File: src/verilog/ide_defs.svh
////////////////////
// ide port shared sizes
// fifo depth, dma word count width
// and sequencer stage count
////////////////////

`ifndef IDE_DEFS_SVH
`define IDE_DEFS_SVH

// log2 of write fifo depth
// 16 words covers a few cycles of host slack
`define IDE_FIFO_AW 4

// dma word count width
// 256 words is one 512-byte sector
`define IDE_LEN_W 9

// one-hot sequencer length
// stage 0 strobe low, stage 2 strobe high
// stage 3 cs release, stage 4 done
`define IDE_ST_N 5

`endif

File: src/verilog/ide_pkg.sv
////////////////////
// ide port types
// cycle source and dma state enums
////////////////////

`default_nettype none

package ide_pkg;

	// who owns the running bus cycle
	// travels with read data as rd_src
	typedef enum logic [1:0]
	{
		SRC_NONE = 2'd0,
		SRC_Z80  = 2'd1,
		SRC_DMA  = 2'd2
	} src_e;

	// dma word loop
	// idle, word requested, word in flight
	typedef enum logic [1:0]
	{
		DMA_IDLE = 2'd0,
		DMA_REQ  = 2'd1,
		DMA_WAIT = 2'd2
	} dma_state_e;

endpackage

`default_nettype wire

File: src/verilog/ide_wr_fifo.sv
////////////////////
// write data fifo
// host pushes words, dma engine pops
// head word visible without latency
////////////////////

`timescale 1ns/1ps
`default_nettype none

`include "ide_defs.svh"

module ide_wr_fifo
(
	input  wire        clk,
	input  wire        reset,

	// host side
	input  wire        push,
	input  wire [15:0] push_data,
	output wire        full,

	// dma side
	input  wire        pop,
	output wire [15:0] pop_data,
	output wire        empty
);

	localparam int DEPTH = 1 << `IDE_FIFO_AW;

	logic [15:0]            mem [0:DEPTH-1];
	logic [`IDE_FIFO_AW-1:0] wr_ptr;
	logic [`IDE_FIFO_AW-1:0] rd_ptr;
	// one extra bit to tell full from empty
	logic [`IDE_FIFO_AW:0]   count;

	logic do_push;
	logic do_pop;

	assign full  = (count == DEPTH[`IDE_FIFO_AW:0]);
	assign empty = (count == '0);

	// push on full is dropped, pop on empty ignored
	assign do_push = push && !full;
	assign do_pop  = pop && !empty;

	// head word straight from storage
	assign pop_data = mem[rd_ptr];

	// storage array
	always_ff @(posedge clk)
		if (do_push)
			mem[wr_ptr] <= push_data;

	// pointers wrap naturally at depth
	always_ff @(posedge clk)
		if (reset)
		begin
			wr_ptr <= '0;
			rd_ptr <= '0;
			count  <= '0;
		end
		else
		begin
			if (do_push)
				wr_ptr <= wr_ptr + 1'b1;
			if (do_pop)
				rd_ptr <= rd_ptr + 1'b1;

			// simultaneous push and pop keeps the count
			if (do_push && !do_pop)
				count <= count + 1'b1;
			else if (do_pop && !do_push)
				count <= count - 1'b1;
		end

	// host must honour fill_full
	a_no_push_full: assert property (@(posedge clk) disable iff (reset)
		push |-> !full);

	// dma engine pops only after seeing data
	a_no_pop_empty: assert property (@(posedge clk) disable iff (reset)
		pop |-> !empty);

endmodule

`default_nettype wire

File: src/verilog/ide_dma_ctrl.sv
////////////////////
// dma word counter
// turns a sector length into word requests
// for the pio sequencer
////////////////////

`timescale 1ns/1ps
`default_nettype none

`include "ide_defs.svh"

module ide_dma_ctrl
(
	input  wire                  clk,
	input  wire                  reset,

	// control
	input  wire                  start,
	input  wire                  rnw,
	input  wire [`IDE_LEN_W-1:0] len,
	output wire                  busy,

	// write fifo
	input  wire                  fifo_empty,
	output wire                  fifo_pop,
	input  wire [15:0]           fifo_data,

	// to sequencer
	output wire                  dma_req,
	output wire                  dma_rnw,
	output wire [15:0]           dma_out,
	input  wire                  rdy,
	input  wire                  rdy_stb
);

	ide_pkg::dma_state_e state;

	logic                  rnw_q;
	// words still to complete
	logic [`IDE_LEN_W-1:0] left;
	// word popped for the running write
	logic [15:0]           out_q;

	logic accept;

	// reads go at once, writes need a word in the fifo
	assign dma_req = (state == ide_pkg::DMA_REQ) && (rnw_q || !fifo_empty);

	// dma wins arbitration, so req with rdy is our go
	assign accept = dma_req && rdy;

	// pop together with acceptance of a write
	assign fifo_pop = accept && !rnw_q;

	assign dma_rnw = rnw_q;
	assign busy    = (state != ide_pkg::DMA_IDLE);

	// head word until accepted, then the popped copy
	assign dma_out = (state == ide_pkg::DMA_WAIT) ? out_q : fifo_data;

	always_ff @(posedge clk)
		if (fifo_pop)
			out_q <= fifo_data;

	always_ff @(posedge clk)
		if (reset)
		begin
			state <= ide_pkg::DMA_IDLE;
			rnw_q <= 1'b1;
			left  <= '0;
		end
		else
			case (state)
				ide_pkg::DMA_IDLE:
					// zero length means nothing to move
					if (start && (len != '0))
					begin
						rnw_q <= rnw;
						left  <= len;
						state <= ide_pkg::DMA_REQ;
					end

				ide_pkg::DMA_REQ:
					if (accept)
						state <= ide_pkg::DMA_WAIT;

				ide_pkg::DMA_WAIT:
					// only our cycle can end while waiting
					if (rdy_stb)
					begin
						left  <= left - 1'b1;
						state <= (left == 1) ? ide_pkg::DMA_IDLE : ide_pkg::DMA_REQ;
					end

				default:
					state <= ide_pkg::DMA_IDLE;
			endcase

	// no request outside a transfer
	a_idle_no_req: assert property (@(posedge clk) disable iff (reset)
		(state == ide_pkg::DMA_IDLE) |-> !dma_req);

	// sequencer must really start our cycle, rdy low next
	a_accept_taken: assert property (@(posedge clk) disable iff (reset)
		accept |=> !rdy);

endmodule

`default_nettype wire

File: src/verilog/ide_pio.sv
////////////////////
// pio-4 cycle sequencer
// dma/z80 source select, one-hot stages,
// read data capture and return
////////////////////

`timescale 1ns/1ps
`default_nettype none

`include "ide_defs.svh"

module ide_pio
(
	input  wire               clk,
	input  wire               reset,

	// dma requester
	input  wire               dma_req,
	input  wire               dma_rnw,
	input  wire [15:0]        dma_out,

	// z80 requester
	input  wire               z80_req,
	input  wire               z80_rnw,
	input  wire [15:0]        z80_out,
	input  wire [ 2:0]        z80_a,
	input  wire               z80_cs0_n,
	input  wire               z80_cs1_n,

	// drive data in
	input  wire [15:0]        ide_in,

	// status and read return
	output wire               rdy,
	output logic              rdy_stb,
	output logic [15:0]       rd_data,
	output logic              rd_stb,
	output ide_pkg::src_e     rd_src,

	// drive bus
	output wire  [15:0]       ide_out,
	output wire  [ 2:0]       ide_a,
	output logic              ide_dir,
	output logic              ide_cs0_n,
	output logic              ide_cs1_n,
	output logic              ide_rd_n,
	output logic              ide_wr_n
);

	// one-hot stage shift
	// go enters at bit 0
	logic [`IDE_ST_N-1:0] st;

	// owner and direction of the running cycle
	ide_pkg::src_e cur_src;
	logic          cur_rnw;

	logic go;
	logic running;
	logic sel_dma;

	assign running = |st;

	// idle also through the rdy_stb cycle
	// 6 clocks per access
	assign rdy = !running && !rdy_stb;

	// dma has priority
	assign go = (dma_req || z80_req) && rdy;

	// before go the requester picks the source
	// during a cycle the latched owner does
	assign sel_dma = running ? (cur_src == ide_pkg::SRC_DMA) : dma_req;

	assign ide_out = sel_dma ? dma_out : z80_out;
	// dma always hits data register 0 on cs0
	assign ide_a   = sel_dma ? 3'd0 : z80_a;

	// stage clocking
	always_ff @(posedge clk)
		if (reset)
			st <= '0;
		else
			st <= {st[`IDE_ST_N-2:0], go};

	// bus control per stage
	always_ff @(posedge clk)
		if (reset)
		begin
			ide_dir   <= 1'b1;
			ide_cs0_n <= 1'b1;
			ide_cs1_n <= 1'b1;
			ide_rd_n  <= 1'b1;
			ide_wr_n  <= 1'b1;
			cur_src   <= ide_pkg::SRC_NONE;
			cur_rnw   <= 1'b1;
		end
		else if (go)
		begin
			// address setup with cs and dir first
			cur_src   <= dma_req ? ide_pkg::SRC_DMA : ide_pkg::SRC_Z80;
			cur_rnw   <= dma_req ? dma_rnw : z80_rnw;
			ide_dir   <= dma_req ? dma_rnw : z80_rnw;
			ide_cs0_n <= dma_req ? 1'b0 : z80_cs0_n;
			ide_cs1_n <= dma_req ? 1'b1 : z80_cs1_n;
		end
		else if (st[0])
		begin
			// t2 starts with one strobe low
			ide_rd_n <= !cur_rnw;
			ide_wr_n <= cur_rnw;
		end
		else if (st[2])
		begin
			ide_rd_n <= 1'b1;
			ide_wr_n <= 1'b1;
		end
		else if (st[3])
		begin
			// back to bus idle
			ide_dir   <= 1'b1;
			ide_cs0_n <= 1'b1;
			ide_cs1_n <= 1'b1;
		end

	// completion strobes one clock after the last stage
	always_ff @(posedge clk)
		if (reset)
		begin
			rdy_stb <= 1'b0;
			rd_stb  <= 1'b0;
			rd_src  <= ide_pkg::SRC_NONE;
		end
		else
		begin
			rdy_stb <= st[4];
			rd_stb  <= st[4] && cur_rnw;
			if (st[4])
				rd_src <= cur_src;
		end

	// sample drive data as rd_n rises
	always_ff @(posedge clk)
		if (st[2] && cur_rnw)
			rd_data <= ide_in;

	// never read and write together
	a_one_strobe: assert property (@(posedge clk) disable iff (reset)
		!(!ide_rd_n && !ide_wr_n));

	// idle sequencer leaves both strobes released
	a_idle_strobes: assert property (@(posedge clk) disable iff (reset)
		rdy |-> (ide_rd_n && ide_wr_n));

endmodule

`default_nettype wire

File: src/verilog/ide_top.sv
////////////////////
// ide port top
// write fifo, dma counter, pio sequencer
////////////////////

`timescale 1ns/1ps
`default_nettype none

`include "ide_defs.svh"

module ide_top
(
	input  wire                  clk,
	input  wire                  reset,

	// host fill
	input  wire [15:0]           fill_data,
	input  wire                  fill_stb,
	output wire                  fill_full,

	// dma control
	input  wire                  dma_start,
	input  wire                  dma_rnw,
	input  wire [`IDE_LEN_W-1:0] dma_len,
	output wire                  dma_busy,

	// z80 access
	input  wire [15:0]           z80_out,
	input  wire [ 2:0]           z80_a,
	input  wire                  z80_cs0_n,
	input  wire                  z80_cs1_n,
	input  wire                  z80_req,
	input  wire                  z80_rnw,

	// read return and status
	output wire [15:0]           rd_data,
	output wire                  rd_stb,
	output ide_pkg::src_e        rd_src,
	output wire                  rdy,
	output wire                  rdy_stb,

	// drive bus
	output wire [15:0]           ide_out,
	input  wire [15:0]           ide_in,
	output wire [ 2:0]           ide_a,
	output wire                  ide_dir,
	output wire                  ide_cs0_n,
	output wire                  ide_cs1_n,
	output wire                  ide_rd_n,
	output wire                  ide_wr_n
);

	// fifo to dma
	wire [15:0] pop_data;
	wire        empty;
	wire        pop;

	// dma to sequencer
	wire        dma_req;
	wire        dma_cyc_rnw;
	wire [15:0] dma_out;

	ide_wr_fifo u_fifo
	(
		.clk       (clk),
		.reset     (reset),
		.push      (fill_stb),
		.push_data (fill_data),
		.full      (fill_full),
		.pop       (pop),
		.pop_data  (pop_data),
		.empty     (empty)
	);

	ide_dma_ctrl u_dma
	(
		.clk        (clk),
		.reset      (reset),
		.start      (dma_start),
		.rnw        (dma_rnw),
		.len        (dma_len),
		.busy       (dma_busy),
		.fifo_empty (empty),
		.fifo_pop   (pop),
		.fifo_data  (pop_data),
		.dma_req    (dma_req),
		.dma_rnw    (dma_cyc_rnw),
		.dma_out    (dma_out),
		.rdy        (rdy),
		.rdy_stb    (rdy_stb)
	);

	ide_pio u_pio
	(
		.clk       (clk),
		.reset     (reset),
		.dma_req   (dma_req),
		.dma_rnw   (dma_cyc_rnw),
		.dma_out   (dma_out),
		.z80_req   (z80_req),
		.z80_rnw   (z80_rnw),
		.z80_out   (z80_out),
		.z80_a     (z80_a),
		.z80_cs0_n (z80_cs0_n),
		.z80_cs1_n (z80_cs1_n),
		.ide_in    (ide_in),
		.rdy       (rdy),
		.rdy_stb   (rdy_stb),
		.rd_data   (rd_data),
		.rd_stb    (rd_stb),
		.rd_src    (rd_src),
		.ide_out   (ide_out),
		.ide_a     (ide_a),
		.ide_dir   (ide_dir),
		.ide_cs0_n (ide_cs0_n),
		.ide_cs1_n (ide_cs1_n),
		.ide_rd_n  (ide_rd_n),
		.ide_wr_n  (ide_wr_n)
	);

endmodule

`default_nettype wire

File: config.mk
export PLATFORM = sky130hd
export DESIGN_NAME = ide_top
export DESIGN_NICKNAME = d
export VERILOG_FILES = /design/src/verilog/ide_pkg.sv /design/src/verilog/ide_wr_fifo.sv /design/src/verilog/ide_dma_ctrl.sv /design/src/verilog/ide_pio.sv /design/src/verilog/ide_top.sv
export VERILOG_INCLUDE_DIRS = /design/src /design/src/verilog
export SDC_FILE = /design/constraint.sdc
export NUM_CORES = 1
export LEC_CHECK = 0
export ABC_AREA = 1
export BUFFER_PORTS_ARGS = -buffer_cell sky130_fd_sc_hd__buf_4
export CORE_MARGIN = 10
export CORE_UTILIZATION = 38
export DETAILED_ROUTE_END_ITERATION = 16
export SETUP_SLACK_MARGIN = 0.4
export SYNTH_ARGS = -nofsm -noshare
export SYNTH_HDL_FRONTEND = slang
export SYNTH_SLANG_ARGS = --single-unit
export TNS_END_PERCENT = 5
File: constraint.sdc
create_clock -name clk -period 2.9 [get_ports clk]
set_input_delay 0.435 -clock clk [delete_from_list [all_inputs] [get_ports clk]]
set_output_delay 0.435 -clock clk [all_outputs]
set_load 0.1 [all_outputs]
==> results.yml <==
global_route:
  track_usage_pct: 17.0
  overflow: 0
  grt_pass1_vias: 9940
  grt_pass1_wl_um: 59100
  antenna_found_initial: 0
  grt_max_degree: 52
cts:
  tritoncts: "yes"
  clk_pin_slew_ns: 0.06
  cts_buffer_depth: 3
  ctsHtreeMaxLevel: 2
  numCtsBuffers: 37
  cts.sinks: 334
  insertion_delay_ns: 0.54
  root_buffer: "clkbuf_16"
timing:
  tightest_slew_ns: 0.665
  min_period_ns: 2.71
  fin_skew_ns: 0.0239
  setup_viol: 0
  rsz0062_at_grt: "yes"
  final_hold_viol_count: 0
  timing.final.ws_setup_ns: 0.188
  slew-limit-headroom_pct: 55.6
  period_share_pct: 93.5
  slew_violations: 0
  setup_tns_ns: 0
  clock.fmax_ghz: 0.369
critical_path:
  crit_required_ns: 2.47
  end_kind: "output port"
  crit_fanout: 8
  critPathKind: "reg2out"
  start_kind: "flop"
  arrival_ns: 2.28
floorplan:
  die-area_um2: 45700
  die-width_um: 214
  die_y_um: 214
  coreArea_um2: 36800
  initial_utilization_pct: 38.7
  io_pins: 116
  rows: 70
placement:
  io_buffers: 115
  gp_congestion: 0.804
  pre_cts_ws_ns: 0.440
  dpl.hpwl_um: 23200
routing:
  postRouteAntennaNets: 0
  route.final.wire_length_um: 40500
  post_drt_wl_per_cell_um: 20.6
  drt-pass1-iter-count: 5
  vias: 10300
  first_iter_violations: 974
  drc_errors: 0
  via_per_inst: 5.23
synthesis:
  synth_edf_count: 288
  syn_nets: 1409
  synth.yosys.seq_area_share_pct: 67.1
  yosysUniqueCellTypes: 38
  ys_seq_elements: 334
  yosys_warnings: 0
  synthArstFlopShare_pct: 0
  syn_inst: 1327
  syn_area_per_cell_um2: 10.7
  syn-cell-area_um2: 14300
  synth_ff_type: "edfxtp_1"
final_layout:
  final_util_pct: 48.6
  area_delta_synth_final_pct: 25.5
  fill_cells: 3243
  insertedDiodeCount: 0
  nNetsFinal: 1560
  final_layout_size_suffix_gt1_share_pct: 22.9
hold_path:
  hp-class: "in2reg"
power_and_ir_drop:
  total_power_w: 0.0138
  p_leak_nw: 6.97
  p_per_area_nw_per_um2: 771
  peakVddDrop_uv: 580
status:
  status: "completed"
run:
  drv_cap: 0
critical path: stages (launching register included):
cell,delay (ns)
dfxtp_4,0.36
buf_12,0.17
buf_12,0.19
buf_6,0.15
nor2_1,0.05
nor2_1,0.07
o21ai_1,0.07
nand3_1,0.09
nand3_1,0.12
nand3_1,0.12
nand2_1,0.06
nand2_1,0.10
buf_12,0.18
Yosys cell counts (3+ instances only):
| cell type | instances | share of area, % |
|---|---|---|
| a21oi_1 | 18 | 0.63 |
| buf_2 | 19 | 0.67 |
| nor2_1 | 223 | 5.9 |
| nand4_1 | 4 | 0.18 |
| nand3_2 | 3 | 0.21 |
| nor2_4 | 4 | 0.32 |
| o211ai_1 | 36 | 1.9 |
| o21ai_1 | 22 | 0.77 |
| ha_1 | 12 | 1.1 |
| buf_1 | 4 | 0.11 |
| nor2_2 | 11 | 0.48 |
| nor3_1 | 4 | 0.14 |
| inv_1 | 100 | 2.6 |
| nand3_1 | 141 | 5.0 |
| buf_6 | 15 | 1.2 |
| o21bai_1 | 5 | 0.26 |
| nand2_1 | 249 | 6.6 |
| xor2_1 | 4 | 0.25 |
| edfxtp_1 | 288 | 61 |
| buf_4 | 7 | 0.37 |
| nand2_2 | 6 | 0.26 |
| clkbuf_1 | 19 | 0.50 |
| o21ai_0 | 64 | 2.2 |
| dfxtp_1 | 46 | 6.5 |
| inv_2 | 7 | 0.18 |
flip-flops by register name, indices dropped and copies added (netlist names), named ones only:
signal,count
u_fifo.mem,256
u_dma.out_q,16
u_pio.rd_data,16
u_dma.left,9
u_fifo.count,5
u_pio.st,5
u_fifo.rd_ptr,4
u_fifo.wr_ptr,4
u_dma.state,2
u_pio.cur_src,2
u_pio.rd_src,2
u_dma.dma_rnw,1
u_pio.cur_rnw,1
u_pio.ide_cs0_n,1
u_pio.ide_cs1_n,1
u_pio.ide_dir,1
u_pio.ide_rd_n,1
u_pio.ide_wr_n,1
u_pio.rd_stb,1
u_pio.rdy_stb,1
logic make-up after synthesis:
family | share of synthesized area [%]
buf+inv | 5.71
xor+xnor | 0.369
flops | 67.1
fa+ha+maj | 1.19
compound gates | 6.22
simple gates | 19.4
stage by stage:
step	cells	cell area [µm²]	hold WS (ns)
after global placement	1882	15700	0.426
after detailed placement	1882	15700	0.434
after floorplan	1327	14300	0.415
after CTS	1961	17600	0.0524
final	1968	17900	0.0745
after global routing	1968	17900	0.0616
cells in the final DEF (no fill, tap or decap), types with 39 or more instances in the layout:
master,count
nand3_1,102
nand2_1,232
nand3_2,39
inv_1,98
o21ai_0,55
edfxtp_1,288
nor2_1,202
dfxtp_1,44
buf_4,130
clkbuf_16,44
worst paths after layout:
| kind | start | end | slack [ns] | depth (start not counted) |
|---|---|---|---|---|
| worst min-delay path | ide_in[9] | u_pio.rd_data[9] | 0.07 | 1 |
| worst max register to register | u_pio.st[0] | u_fifo.count[4] | 0.48 | 15 |
| worst min register to register | u_pio.st[1] | u_pio.st[2] | 0.44 | 2 |
| worst max-delay path | flop | ide_out[2] | 0.19 | 12 |
power by group:
part | switching, W | internal, W
Sequential | 0.000131 | 0.00546
Combinational | 0.00260 | 0.00118
Clock | 0.00187 | 0.00255
timing repair:
action / CTS / global route
buffers inserted: 8 / 0
pin swaps: 26 / 22
setup endpoints to repair: 16 / 18
hold endpoints to repair: 0 / 0
resized for setup: 105 / 41
hold buffers: 0 / 0
gates cloned: 10 / 7
per-layer routing:
layer  track usage [%]  routed length (µm)  part of all wire, %
met1              22.1               16700                   41
met2              28.6               20200                   50
met3              2.10                2410                  5.9
met4              6.36                1130                  2.8
met5                 0                   0                    0
layout make-up:
class | instances | area, µm² | area share, %
clock buffers | 51 | 1020 | 5.70
repair buffers | 174 | 1930 | 10.8
well taps | 468 | 586 | 3.27
multi-input cells | 821 | 4210 | 23.5
flip-flops and latches | 334 | 9570 | 53.5
inverters | 108 | 440 | 2.46
clock inverters | 10 | 96.3 | 0.539
repair inverters | 2 | 25.0 | 0.140
(Power assumes the default switching activity.)
